## src/rice_pkg.sv

```systemverilog
// shared widths, sizes and the zigzag mapping for the rice coding stage.
package rice_pkg;

    //////////////////////////////////////////////////
    // stream geometry.
    //////////////////////////////////////////////////
    localparam int SAMPLE_W   = 16;
    localparam int PART_LEN   = 16;
    localparam int PART_CNT_W = $clog2(PART_LEN);
    localparam int DELAY_LEN  = PART_LEN + 2;

    //////////////////////////////////////////////////
    // rice parameter search.
    //////////////////////////////////////////////////
    localparam int MAX_PARAM = 14;
    localparam int PARAM_W   = 4;
    localparam int MAX_QUOT  = 16;
    localparam int COST_W    = 16;

    // code word fields, quotient and low bits share the payload width.
    localparam int CODE_W = 32;

    //////////////////////////////////////////////////
    // ram side and bit packing.
    //////////////////////////////////////////////////
    localparam int WORD_W = 16;
    localparam int ADDR_W = 16;
    localparam int ACC_W  = (WORD_W - 1) + PARAM_W + CODE_W;
    localparam int FILL_W = $clog2(ACC_W + 1);

    // signed residual to unsigned: 0,-1,1,-2,2 map to 0,1,2,3,4.
    function automatic logic [SAMPLE_W-1:0] zigzag(input logic signed [SAMPLE_W-1:0] r);
        logic [SAMPLE_W-1:0] sign_fill;
        sign_fill = {SAMPLE_W{r[SAMPLE_W-1]}};
        return {r[SAMPLE_W-2:0], 1'b0} ^ sign_fill;
    endfunction

endpackage

```

## src/rice_code_if.sv

```systemverilog
// interface for one coded residual between the encoder and the bit packer.
`timescale 1ns/100ps

interface rice_code_if
    import rice_pkg::*;
();

    logic               valid;
    // number of zeros ahead of the stop bit.
    logic [CODE_W-1:0]  quot;
    logic [CODE_W-1:0]  low;
    logic [PARAM_W-1:0] param;

    modport src (
        output valid,
        output quot,
        output low,
        output param
    );

    modport dst (
        input valid,
        input quot,
        input low,
        input param
    );

endinterface

```

## src/partition_optimizer.sv

```systemverilog
// partition optimizer that finds the cheapest eligible rice parameter.
`timescale 1ns/100ps

module partition_optimizer
    import rice_pkg::*;
(
    input  logic                       iClock,
    input  logic                       rst_n,
    input  logic                       sample_valid,
    input  logic signed [SAMPLE_W-1:0] residual,
    input  logic                       clear,
    output logic                       done,
    output logic [PARAM_W-1:0]         best
);

    logic [SAMPLE_W-1:0]   zz;
    logic [SAMPLE_W-1:0]   max_zz;
    logic [SAMPLE_W-1:0]   max_nxt;
    logic [COST_W-1:0]     cost     [0:MAX_PARAM];
    logic [COST_W-1:0]     cost_nxt [0:MAX_PARAM];
    logic [COST_W-1:0]     best_cost;
    logic [PART_CNT_W-1:0] cnt;
    logic [PART_CNT_W-1:0] cnt_base;
    logic                  last;
    logic [PARAM_W-1:0]    pick;

    assign zz = zigzag(residual);

    // a clear in the same cycle as a sample starts a fresh partition with it.
    assign cnt_base = clear ? '0 : cnt;
    assign last     = sample_valid && (cnt_base == PART_CNT_W'(PART_LEN - 1));

    always_comb begin
        for (int p = 0; p <= MAX_PARAM; p++) begin
            cost_nxt[p] = (clear ? '0 : cost[p]) + COST_W'(zz >> p) + COST_W'(p + 1);
        end
        if (clear || zz > max_zz) begin
            max_nxt = zz;
        end else begin
            max_nxt = max_zz;
        end
    end

    //////////////////////////////////////////////////
    // strict compare keeps the lowest p on a tie.
    //////////////////////////////////////////////////
    always_comb begin
        pick      = PARAM_W'(MAX_PARAM);
        best_cost = '1;
        for (int p = 0; p <= MAX_PARAM; p++) begin
            if ((max_nxt >> p) <= MAX_QUOT && cost_nxt[p] < best_cost) begin
                pick      = PARAM_W'(p);
                best_cost = cost_nxt[p];
            end
        end
    end

    always_ff @(posedge iClock or negedge rst_n) begin
        if (!rst_n) begin
            cnt    <= '0;
            max_zz <= '0;
            done   <= 1'b0;
            best   <= '0;
            for (int p = 0; p <= MAX_PARAM; p++) begin
                cost[p] <= '0;
            end
        end else begin
            done <= last;
            if (last) begin
                best   <= pick;
                cnt    <= '0;
                max_zz <= '0;
                for (int p = 0; p <= MAX_PARAM; p++) begin
                    cost[p] <= '0;
                end
            end else if (sample_valid) begin
                cnt    <= cnt_base + 1'b1;
                max_zz <= max_nxt;
                cost   <= cost_nxt;
            end else if (clear) begin
                cnt    <= '0;
                max_zz <= '0;
                for (int p = 0; p <= MAX_PARAM; p++) begin
                    cost[p] <= '0;
                end
            end
        end
    end

endmodule

```

## src/residual_delay.sv

```systemverilog
// valid-tagged delay line for residuals and their partition and frame marks.
`timescale 1ns/100ps

module residual_delay
    import rice_pkg::*;
(
    input  logic                       iClock,
    input  logic                       rst_n,
    input  logic                       in_valid,
    input  logic signed [SAMPLE_W-1:0] in_residual,
    input  logic                       in_part_start,
    input  logic                       in_frame_end,
    output logic                       out_valid,
    output logic signed [SAMPLE_W-1:0] out_residual,
    output logic                       out_part_start,
    output logic                       out_frame_end
);

    logic [DELAY_LEN-1:0]       v;
    logic [DELAY_LEN-1:0]       ps;
    logic [DELAY_LEN-1:0]       fe;
    logic signed [SAMPLE_W-1:0] res [DELAY_LEN];
    logic                       drain;
    logic                       adv;

    // a frame end in flight keeps the line moving every cycle.
    // otherwise it moves with incoming samples.
    assign drain = |(v[DELAY_LEN-2:0] & fe[DELAY_LEN-2:0]);
    assign adv   = in_valid | drain;

    always_ff @(posedge iClock or negedge rst_n) begin
        if (!rst_n) begin
            v <= '0;
        end else if (adv) begin
            v <= {v[DELAY_LEN-2:0], in_valid};
        end else begin
            v[DELAY_LEN-1] <= 1'b0;
        end
    end

    always_ff @(posedge iClock) begin
        if (adv) begin
            ps     <= {ps[DELAY_LEN-2:0], in_part_start};
            fe     <= {fe[DELAY_LEN-2:0], in_frame_end};
            res[0] <= in_residual;
            for (int i = 1; i < DELAY_LEN; i++) begin
                res[i] <= res[i-1];
            end
        end
    end

    assign out_valid      = v[DELAY_LEN-1];
    assign out_residual   = res[DELAY_LEN-1];
    assign out_part_start = ps[DELAY_LEN-1];
    assign out_frame_end  = fe[DELAY_LEN-1];

endmodule

```

## src/rice_bit_packer.sv

```systemverilog
// bit packer that writes param fields and rice codes to ram as 16-bit words.
`timescale 1ns/100ps

module rice_bit_packer
    import rice_pkg::*;
(
    input  logic              iClock,
    input  logic              rst_n,
    rice_code_if.dst          code,
    input  logic              part_start,
    input  logic              frame_end,
    output logic              ram_we1,
    output logic [ADDR_W-1:0] ram_addr1,
    output logic [WORD_W-1:0] ram_data1,
    output logic              ram_we2,
    output logic [ADDR_W-1:0] ram_addr2,
    output logic [WORD_W-1:0] ram_data2,
    output logic              frame_written
);

    // pending bits sit right-aligned in acc, fill says how many.
    logic [ACC_W-1:0]  acc;
    logic [ACC_W-1:0]  cat;
    logic [ACC_W-1:0]  aligned;
    logic [ACC_W-1:0]  acc_nxt;
    logic [FILL_W-1:0] fill;
    logic [FILL_W-1:0] code_len;
    logic [FILL_W-1:0] add_len;
    logic [FILL_W-1:0] cat_fill;
    logic [FILL_W-1:0] pad_bits;
    logic [FILL_W-1:0] eff_fill;
    logic [FILL_W-1:0] n_words;
    logic [1:0]        emit;
    logic [ADDR_W-1:0] addr;
    logic              flush_pend;
    logic              fe_now;

    //////////////////////////////////////////////////
    // append field and code, then cut words.
    //////////////////////////////////////////////////
    always_comb begin
        code_len = FILL_W'(code.quot) + FILL_W'(code.param) + FILL_W'(1);
        add_len  = code_len + (part_start ? FILL_W'(PARAM_W) : '0);
        cat      = acc;
        cat_fill = fill;
        if (code.valid) begin
            // zeros, stop bit, low bits, with the param field in front.
            cat = (acc << add_len)
                | (ACC_W'(part_start ? code.param : '0) << code_len)
                | ACC_W'(code.low)
                | (ACC_W'(1) << code.param);
            cat_fill = fill + add_len;
        end
        fe_now   = code.valid && frame_end;
        pad_bits = fe_now ? FILL_W'((WORD_W - cat_fill % WORD_W) % WORD_W) : '0;
        eff_fill = cat_fill + pad_bits;
        n_words  = eff_fill / FILL_W'(WORD_W);
        emit     = (n_words > 2) ? 2'd2 : n_words[1:0];
        // oldest bit lands on the msb, stale bits fall off the top.
        aligned  = cat << (FILL_W'(ACC_W) - cat_fill);
        acc_nxt  = cat << pad_bits;
    end

    always_ff @(posedge iClock or negedge rst_n) begin
        if (!rst_n) begin
            fill          <= '0;
            addr          <= '0;
            flush_pend    <= 1'b0;
            frame_written <= 1'b0;
            ram_we1       <= 1'b0;
            ram_we2       <= 1'b0;
        end else begin
            fill          <= eff_fill - FILL_W'(emit * WORD_W);
            addr          <= addr + ADDR_W'(emit);
            ram_we1       <= (emit != 2'd0);
            ram_we2       <= (emit == 2'd2);
            // a padded word left over goes out first in the next cycle.
            flush_pend    <= fe_now && (n_words > 2);
            frame_written <= (fe_now && (n_words <= 2)) || flush_pend;
        end
    end

    always_ff @(posedge iClock) begin
        acc       <= acc_nxt;
        ram_addr1 <= addr;
        ram_addr2 <= addr + 1'b1;
        ram_data1 <= aligned[ACC_W-1 -: WORD_W];
        ram_data2 <= aligned[ACC_W-WORD_W-1 -: WORD_W];
    end

endmodule

```

## src/rice_compress_stage.sv

```systemverilog
// top of the rice compress stage with two optimizers, delay line, encoder and packer.
`timescale 1ns/100ps

module rice_compress_stage
    import rice_pkg::*;
(
    input  logic                       iClock,
    input  logic                       rst_n,
    input  logic                       sample_valid,
    input  logic signed [SAMPLE_W-1:0] residual,
    input  logic                       frame_done,
    output logic                       ram_we1,
    output logic [ADDR_W-1:0]          ram_addr1,
    output logic [WORD_W-1:0]          ram_data1,
    output logic                       ram_we2,
    output logic [ADDR_W-1:0]          ram_addr2,
    output logic [WORD_W-1:0]          ram_data2,
    output logic                       frame_written
);

    logic                       sel;
    logic                       steer;
    logic                       a_done;
    logic                       b_done;
    logic [PARAM_W-1:0]         a_best;
    logic [PARAM_W-1:0]         b_best;
    logic [PARAM_W-1:0]         current_param;
    logic [PARAM_W-1:0]         active_param;
    logic [PARAM_W-1:0]         enc_param;
    logic [PART_CNT_W-1:0]      part_cnt;
    logic                       d_valid;
    logic signed [SAMPLE_W-1:0] d_residual;
    logic                       d_part_start;
    logic                       d_frame_end;
    logic                       c_part_start;
    logic                       c_frame_end;

    rice_code_if code_bus ();

    // a sample arriving with done already belongs to the other optimizer.
    assign steer = sel ^ (a_done | b_done);

    partition_optimizer opt_a (
        .iClock       (iClock),
        .rst_n        (rst_n),
        .sample_valid (sample_valid & ~steer),
        .residual     (residual),
        .clear        (b_done),
        .done         (a_done),
        .best         (a_best)
    );

    partition_optimizer opt_b (
        .iClock       (iClock),
        .rst_n        (rst_n),
        .sample_valid (sample_valid & steer),
        .residual     (residual),
        .clear        (a_done),
        .done         (b_done),
        .best         (b_best)
    );

    residual_delay u_delay (
        .iClock         (iClock),
        .rst_n          (rst_n),
        .in_valid       (sample_valid),
        .in_residual    (residual),
        .in_part_start  (part_cnt == '0),
        .in_frame_end   (frame_done),
        .out_valid      (d_valid),
        .out_residual   (d_residual),
        .out_part_start (d_part_start),
        .out_frame_end  (d_frame_end)
    );

    // the new parameter takes over at the partition's first delayed sample.
    assign enc_param = d_part_start ? current_param : active_param;

    rice_encoder u_encoder (
        .iClock   (iClock),
        .rst_n    (rst_n),
        .in_valid (d_valid),
        .residual (d_residual),
        .param    (enc_param),
        .code     (code_bus.src)
    );

    rice_bit_packer u_packer (
        .iClock        (iClock),
        .rst_n         (rst_n),
        .code          (code_bus.dst),
        .part_start    (c_part_start),
        .frame_end     (c_frame_end),
        .ram_we1       (ram_we1),
        .ram_addr1     (ram_addr1),
        .ram_data1     (ram_data1),
        .ram_we2       (ram_we2),
        .ram_addr2     (ram_addr2),
        .ram_data2     (ram_data2),
        .frame_written (frame_written)
    );

    //////////////////////////////////////////////////
    // partition sequencing.
    //////////////////////////////////////////////////
    always_ff @(posedge iClock or negedge rst_n) begin
        if (!rst_n) begin
            sel           <= 1'b0;
            current_param <= '0;
            active_param  <= '0;
            part_cnt      <= '0;
            c_part_start  <= 1'b0;
            c_frame_end   <= 1'b0;
        end else begin
            if (a_done | b_done) begin
                sel           <= ~sel;
                current_param <= a_done ? a_best : b_best;
            end
            if (sample_valid) begin
                if (frame_done || part_cnt == PART_CNT_W'(PART_LEN - 1)) begin
                    part_cnt <= '0;
                end else begin
                    part_cnt <= part_cnt + 1'b1;
                end
            end
            if (d_valid) begin
                active_param <= enc_param;
            end
            // marks ride alongside the encoder register.
            c_part_start <= d_valid & d_part_start;
            c_frame_end  <= d_valid & d_frame_end;
        end
    end

endmodule

```

## src/rice_encoder.sv

```systemverilog
// rice encoder that splits one zigzag residual into quotient and low bits.
`timescale 1ns/100ps

module rice_encoder
    import rice_pkg::*;
(
    input  logic                       iClock,
    input  logic                       rst_n,
    input  logic                       in_valid,
    input  logic signed [SAMPLE_W-1:0] residual,
    input  logic [PARAM_W-1:0]         param,
    rice_code_if.src                   code
);

    logic [SAMPLE_W-1:0] zz;
    logic [SAMPLE_W-1:0] low_mask;

    assign zz       = zigzag(residual);
    assign low_mask = (SAMPLE_W'(1) << param) - SAMPLE_W'(1);

    always_ff @(posedge iClock or negedge rst_n) begin
        if (!rst_n) begin
            code.valid <= 1'b0;
        end else begin
            code.valid <= in_valid;
        end
    end

    // code fields only change with a new residual.
    always_ff @(posedge iClock) begin
        if (in_valid) begin
            code.quot  <= CODE_W'(zz >> param);
            code.low   <= CODE_W'(zz & low_mask);
            code.param <= param;
        end
    end

endmodule

```

## config.mk

```make
export PLATFORM = sky130hd
export DESIGN_NAME = rice_compress_stage
export DESIGN_NICKNAME = d
export VERILOG_FILES = /design/src/rice_pkg.sv /design/src/rice_code_if.sv /design/src/partition_optimizer.sv /design/src/residual_delay.sv /design/src/rice_bit_packer.sv /design/src/rice_compress_stage.sv /design/src/rice_encoder.sv
export SDC_FILE = /design/constraint.sdc
export NUM_CORES = 2
export LEC_CHECK = 0
export ABC_AREA = 1
export BUFFER_PORTS_ARGS = -buffer_cell sky130_fd_sc_hd__buf_2
export CAP_MARGIN = 20
export CORE_MARGIN = 4
export CORE_UTILIZATION = 50
export DETAILED_ROUTE_END_ITERATION = 8
export GPL_ROUTABILITY_DRIVEN = 0
export HOLD_SLACK_MARGIN = 0.06
export PLACE_DENSITY = 0.63
export SLEW_MARGIN = 20
export SYNTH_ARGS = -nofsm -noshare
export SYNTH_HDL_FRONTEND = slang
export SYNTH_HIERARCHICAL = 1
export SYNTH_SLANG_ARGS = --single-unit
```

## constraint.sdc

```tcl
create_clock -name iClock -period 69.7 [get_ports iClock]
set_input_delay 13.94 -clock iClock [delete_from_list [all_inputs] [get_ports iClock]]
set_output_delay 13.94 -clock iClock [all_outputs]
set_load 0.02 [all_outputs]
```

Word level (Yosys, flattened, before mapping). Memory sizes are Yosys's and may differ from the RTL's. Index checks and enable logic that the tools add are counted.

Flip-flop bits (word level): 783. Memories: 1. Output and inout bits: 67. RAM bits: 288. Input bits: 20.

Bitwise logic cells: 16. Shift operators: 7. Reduce and logical (&&, ||, !) cells: 44. Add/sub/neg operators: 74. Equal/unequal tests: 4. Mux-type cells: 120. Magnitude comparators: 64.

Memory list: u_delay.res (depth 18, width 16, rd ports 18, clocked after memory_dff 0, write ports 18, RTL line residual_delay.sv:22) `logic signed [SAMPLE_W-1:0] res [DELAY_LEN];`.

Operators with widths (count): $mux 240 (6); $mux 16 (66); $lt 16x16->1 (28); $add 16x4->16 const B (16); $shl 51x6->51 (4); $mux 4 (41); $add 16x3->16 const B (8); $or 51x51->51 (2); $add 16x2->16 const B (4); $mux 51 (1); $or 51x32->51 (1); $shl 1x4->51 const A (1); $add 16x1->16 const B (3); $add 16x2->16 (3); $logic_and 1x1->1 (35); $add 16x10->16 (2); $add 16x11->16 (2); $add 16x12->16 (2); $add 16x13->16 (2); $add 16x14->16 (2); $add 16x15->16 (2); $add 16x16->16 (2); $add 16x3->16 (2); $add 16x4->16 (2); 52 further kinds (92).

Logic depth before layout (Yosys ltp).
Depth in word-level cells: 49. Mapped depth: 202. Gate-level depth less buffers: 175.

By module. The synthesis kept the hierarchy.

By module, submodules not included: partition_optimizer at opt_a (area an instance 27780.4 um^2, seq. area each 6631.4 um^2, cells each 3920, instances 1); partition_optimizer at opt_b (area an instance 27725.3 um^2, seq. area each 6631.4 um^2, cells each 3945, instances 1); rice_bit_packer (area an instance 14561.5 um^2, seq. area each 2952.8 um^2, cells each 2626, instances 1); residual_delay (area an instance 10612.7 um^2, seq. area each 10179.8 um^2, cells each 433, instances 1); rice_encoder (area an instance 2788.9 um^2, seq. area each 1106.1 um^2, cells each 342, instances 1); rice_compress_stage (area an instance 745.7 um^2, seq. area each 375.4 um^2, cells each 94, instances 1).

Least setup slack after synthesis. Ideal clock, no wire load.

Path kind: input-to-reg. Start point: in residual[15]. End point: reg opt_b.best[0]. Buffers on the path: 26. Data arrival time: 41.338 ns. Library setup time: 0.116 ns. Path slack: 28.246 ns. Cell stages on the path: 165. Path through: buf_2 > buf_4 > xnor2_1 > inv_1 > ha_1 > fa_1 > a31oi_1 > inv_1 > a21oi_1 > o21ai_0 > a21oi_1 > o21bai_1 > a21o_1 > a21oi_1 > o21ai_0 > a21o_1 > a21oi_1 > o21bai_1 > [... 129 more ...] > ha_1 > nand2_1 > inv_1 > nand3_1 > a31oi_1 > a2111oi_0 > nand2_2 > clkbuf_1 > nand2_1 > o21ai_1 > ha_1 > a21oi_1 > nor2_1 > a211oi_1 > o221a_2 > nand2_2 > nand2_1 > nand2_1.

Longest elaborated chain between the ends: 49. Elaborated cells between the ends (all ways): 107.

Ends and longest elaborated chain: start: declaration (RTL line rice_compress_stage.sv:10) `input logic signed [SAMPLE_W-1:0] residual,`; $xor 16x16->16 (*) (RTL line rice_pkg.sv:35) `return {r[SAMPLE_W-2:0], 1'b0} ^ sign_fill;`; branches (longest 47 deep; another with $add 16x16->16); $mux 4 (*) (RTL line partition_optimizer.sv:51) `if ((max_nxt >> p) <= MAX_QUOT && cost_nxt[p] < best_cost) begin`; end signal: assignment (RTL line partition_optimizer.sv:70) `best <= pick;`; end: declaration (RTL line partition_optimizer.sv:13) `output logic [PARAM_W-1:0] best`.

Every way passes the cells marked *. A chain may end at the register's enable or synchronous reset.

Worst setup path after layout. Ends and elaborated chain as after synthesis.

==> metrics.txt <==
status completed; final count of pins violating max slew 0; global route overflow 0; CP Data Required Time 70320 ps; hold violation count in the final report 0; cells after synthesis 11300; hold crit path type flop to flop; critical path endpoint category flop; Core Area 166000 um2; largest net degree at the start of global routing 204; MaxCap Viol Count 0; input/output buffers 86; clock sink count 1055; R2R Setup Slk 32840 ps; Hold Crit Start u_delay/res[11][6]; CTS Buf Count 120; HPWL Detailed 178 mm; DRT iter0 DRCs 6949; full die area 174000 um2; Setup-failing EPs final 0; maximum clock frequency 0.0199 GHz; Crit Path Max Fanout 35; vias in the first global route 71900; worst r2r src opt_a/done; CTS tree yes; Layout Nets 12100; Synth Cell Area 83700 um2; critical path class input pin to flop; Crit path largest cell delay 830 ps; Routed WL per cell 18.2 um; via count 75700; drt pass-1 iters 7; Syn Area/Cell 7.40 um2; Post-CTS Resized 0; Area Overhead vs Synth 7.24%; Clock Path Buffers 3; Setup TNS 0 ps; Cell Rows 149; relative slew slack 25.7%; fin util 54.2%; GRT Util Overall 27.4%; Critical path origin residual[15]; initial antenna violation count 4; H-tree depth 3; Tcrit/Tclk final 72.1%; Filler cells 15800; critical path's slowest cell a2111oi_0; Clock Skews 73.2 ps; Setup crit start kind input pin; layout cell share with drive strength beyond 1 6.19%; RSZ-0062 raised after global routing no; setup bufs post-CTS 0; Vias/cell 5.63; clock slew at reported path FFs 60 ps; drc violations 0; fin crit period 50240 ps; root buf cell clkbuf_16; Yosys warning count 6; antenna viol nets, final 0; die width 417 um; data arrival time of the critical path 50860 ps; DRT Wirelength 245 mm; Die Y 417 um; Worst-Margin Slew 1110 ps; Post-CTS Hold Fix Bufs 0; CP most frequent cell a21oi_1; io pins 87; Worst-Skew Late Latency 800 ps; first-pass GRT wire length 389 mm; initial core utilization 50.5%
-- worst paths after layout --
check	depth (start not counted)	to
min in group asynchronous	1	opt_a/cost[3]
setup / recovery	130	opt_b/best[0]
hold reg to reg	0	u_delay/res[12][6]
setup reg to reg	129	opt_b/best[0]
hold / removal	0	u_delay/res[12][6]
max in group asynchronous	5	opt_b/cost[138]
-- registers in the layout (all words and copies together) (netlist names), 18 cells and up --
name and flops:
opt_b/cost 240, u_delay/fe 18, opt_a/cost 240, u_delay/ps 18, u_packer/acc 51, u_delay/res 288, u_delay/v 18
-- metal layers --
| layer | vias up | global-route usage [%] | part of all wire [%] |
|---|---|---|---|
| li1 | 37300 | - | - |
| met1 | 35400 | 36.2 | 44 |
| met2 | 2497 | 45.4 | 46 |
| met3 | 516 | 3.42 | 6.0 |
| met4 | 4 | 11.3 | 4.4 |
| met5 | - | 0 | 0.0094 |
-- worst max-delay path: cells and delay by family --
kind                     cells  cell delay [ps]
AO/OA/AOI/OAI               57            16670
XOR/XNOR                     1              780
adder cells (fa/ha/maj)     15             4950
buffers and inverters        5             1220
AND/OR/NAND/NOR             52            13130
-- cell usage in the layout, fill, tap and decap left out, types with 70 or more instances in the layout --
master        n
nand4_1      70
a21oi_1     413
o22ai_1     286
buf_4        80
nor3_1       77
nand2_1    2693
or2_2        76
xor2_1      272
xnor2_1     107
buf_2        85
nand3_1    1180
ha_1        936
clkbuf_16   120
o21bai_1     94
edfxtp_1    350
nand2_2     105
dfrtp_1     588
o21ai_0     728
dfxtp_1     115
inv_1      1355
nor2_1      845
-- through the flow --
step	worst slack, ps	cell area [um2]	instances	hold WS (ps)
6_report	19460	89800	13400	358
5_1_grt	16750	89800	13400	341
4_1_cts	20000	89800	13400	332
3_5_place_dp	19480	85500	13200	381
3_3_place_gp	18580	85500	13200	380
2_1_floorplan	28250	83800	11300	345
-- final cells by class --
type	instances	area (um2)	area share, %
flip-flops and latches	1055	27600	30.7
repair buffers	171	1120	1.24
inverters	1413	5320	5.93
clock buffers	161	3330	3.71
multi-input cells	8384	48800	54.3
well taps	2189	2740	3.05
clock inverters	68	911	1.01
diodes	2	5.00	0.00558
Power is left out: the tool's default activity adds up to more than one toggle a clock period on the data nets, which glitch-free logic cannot reach.
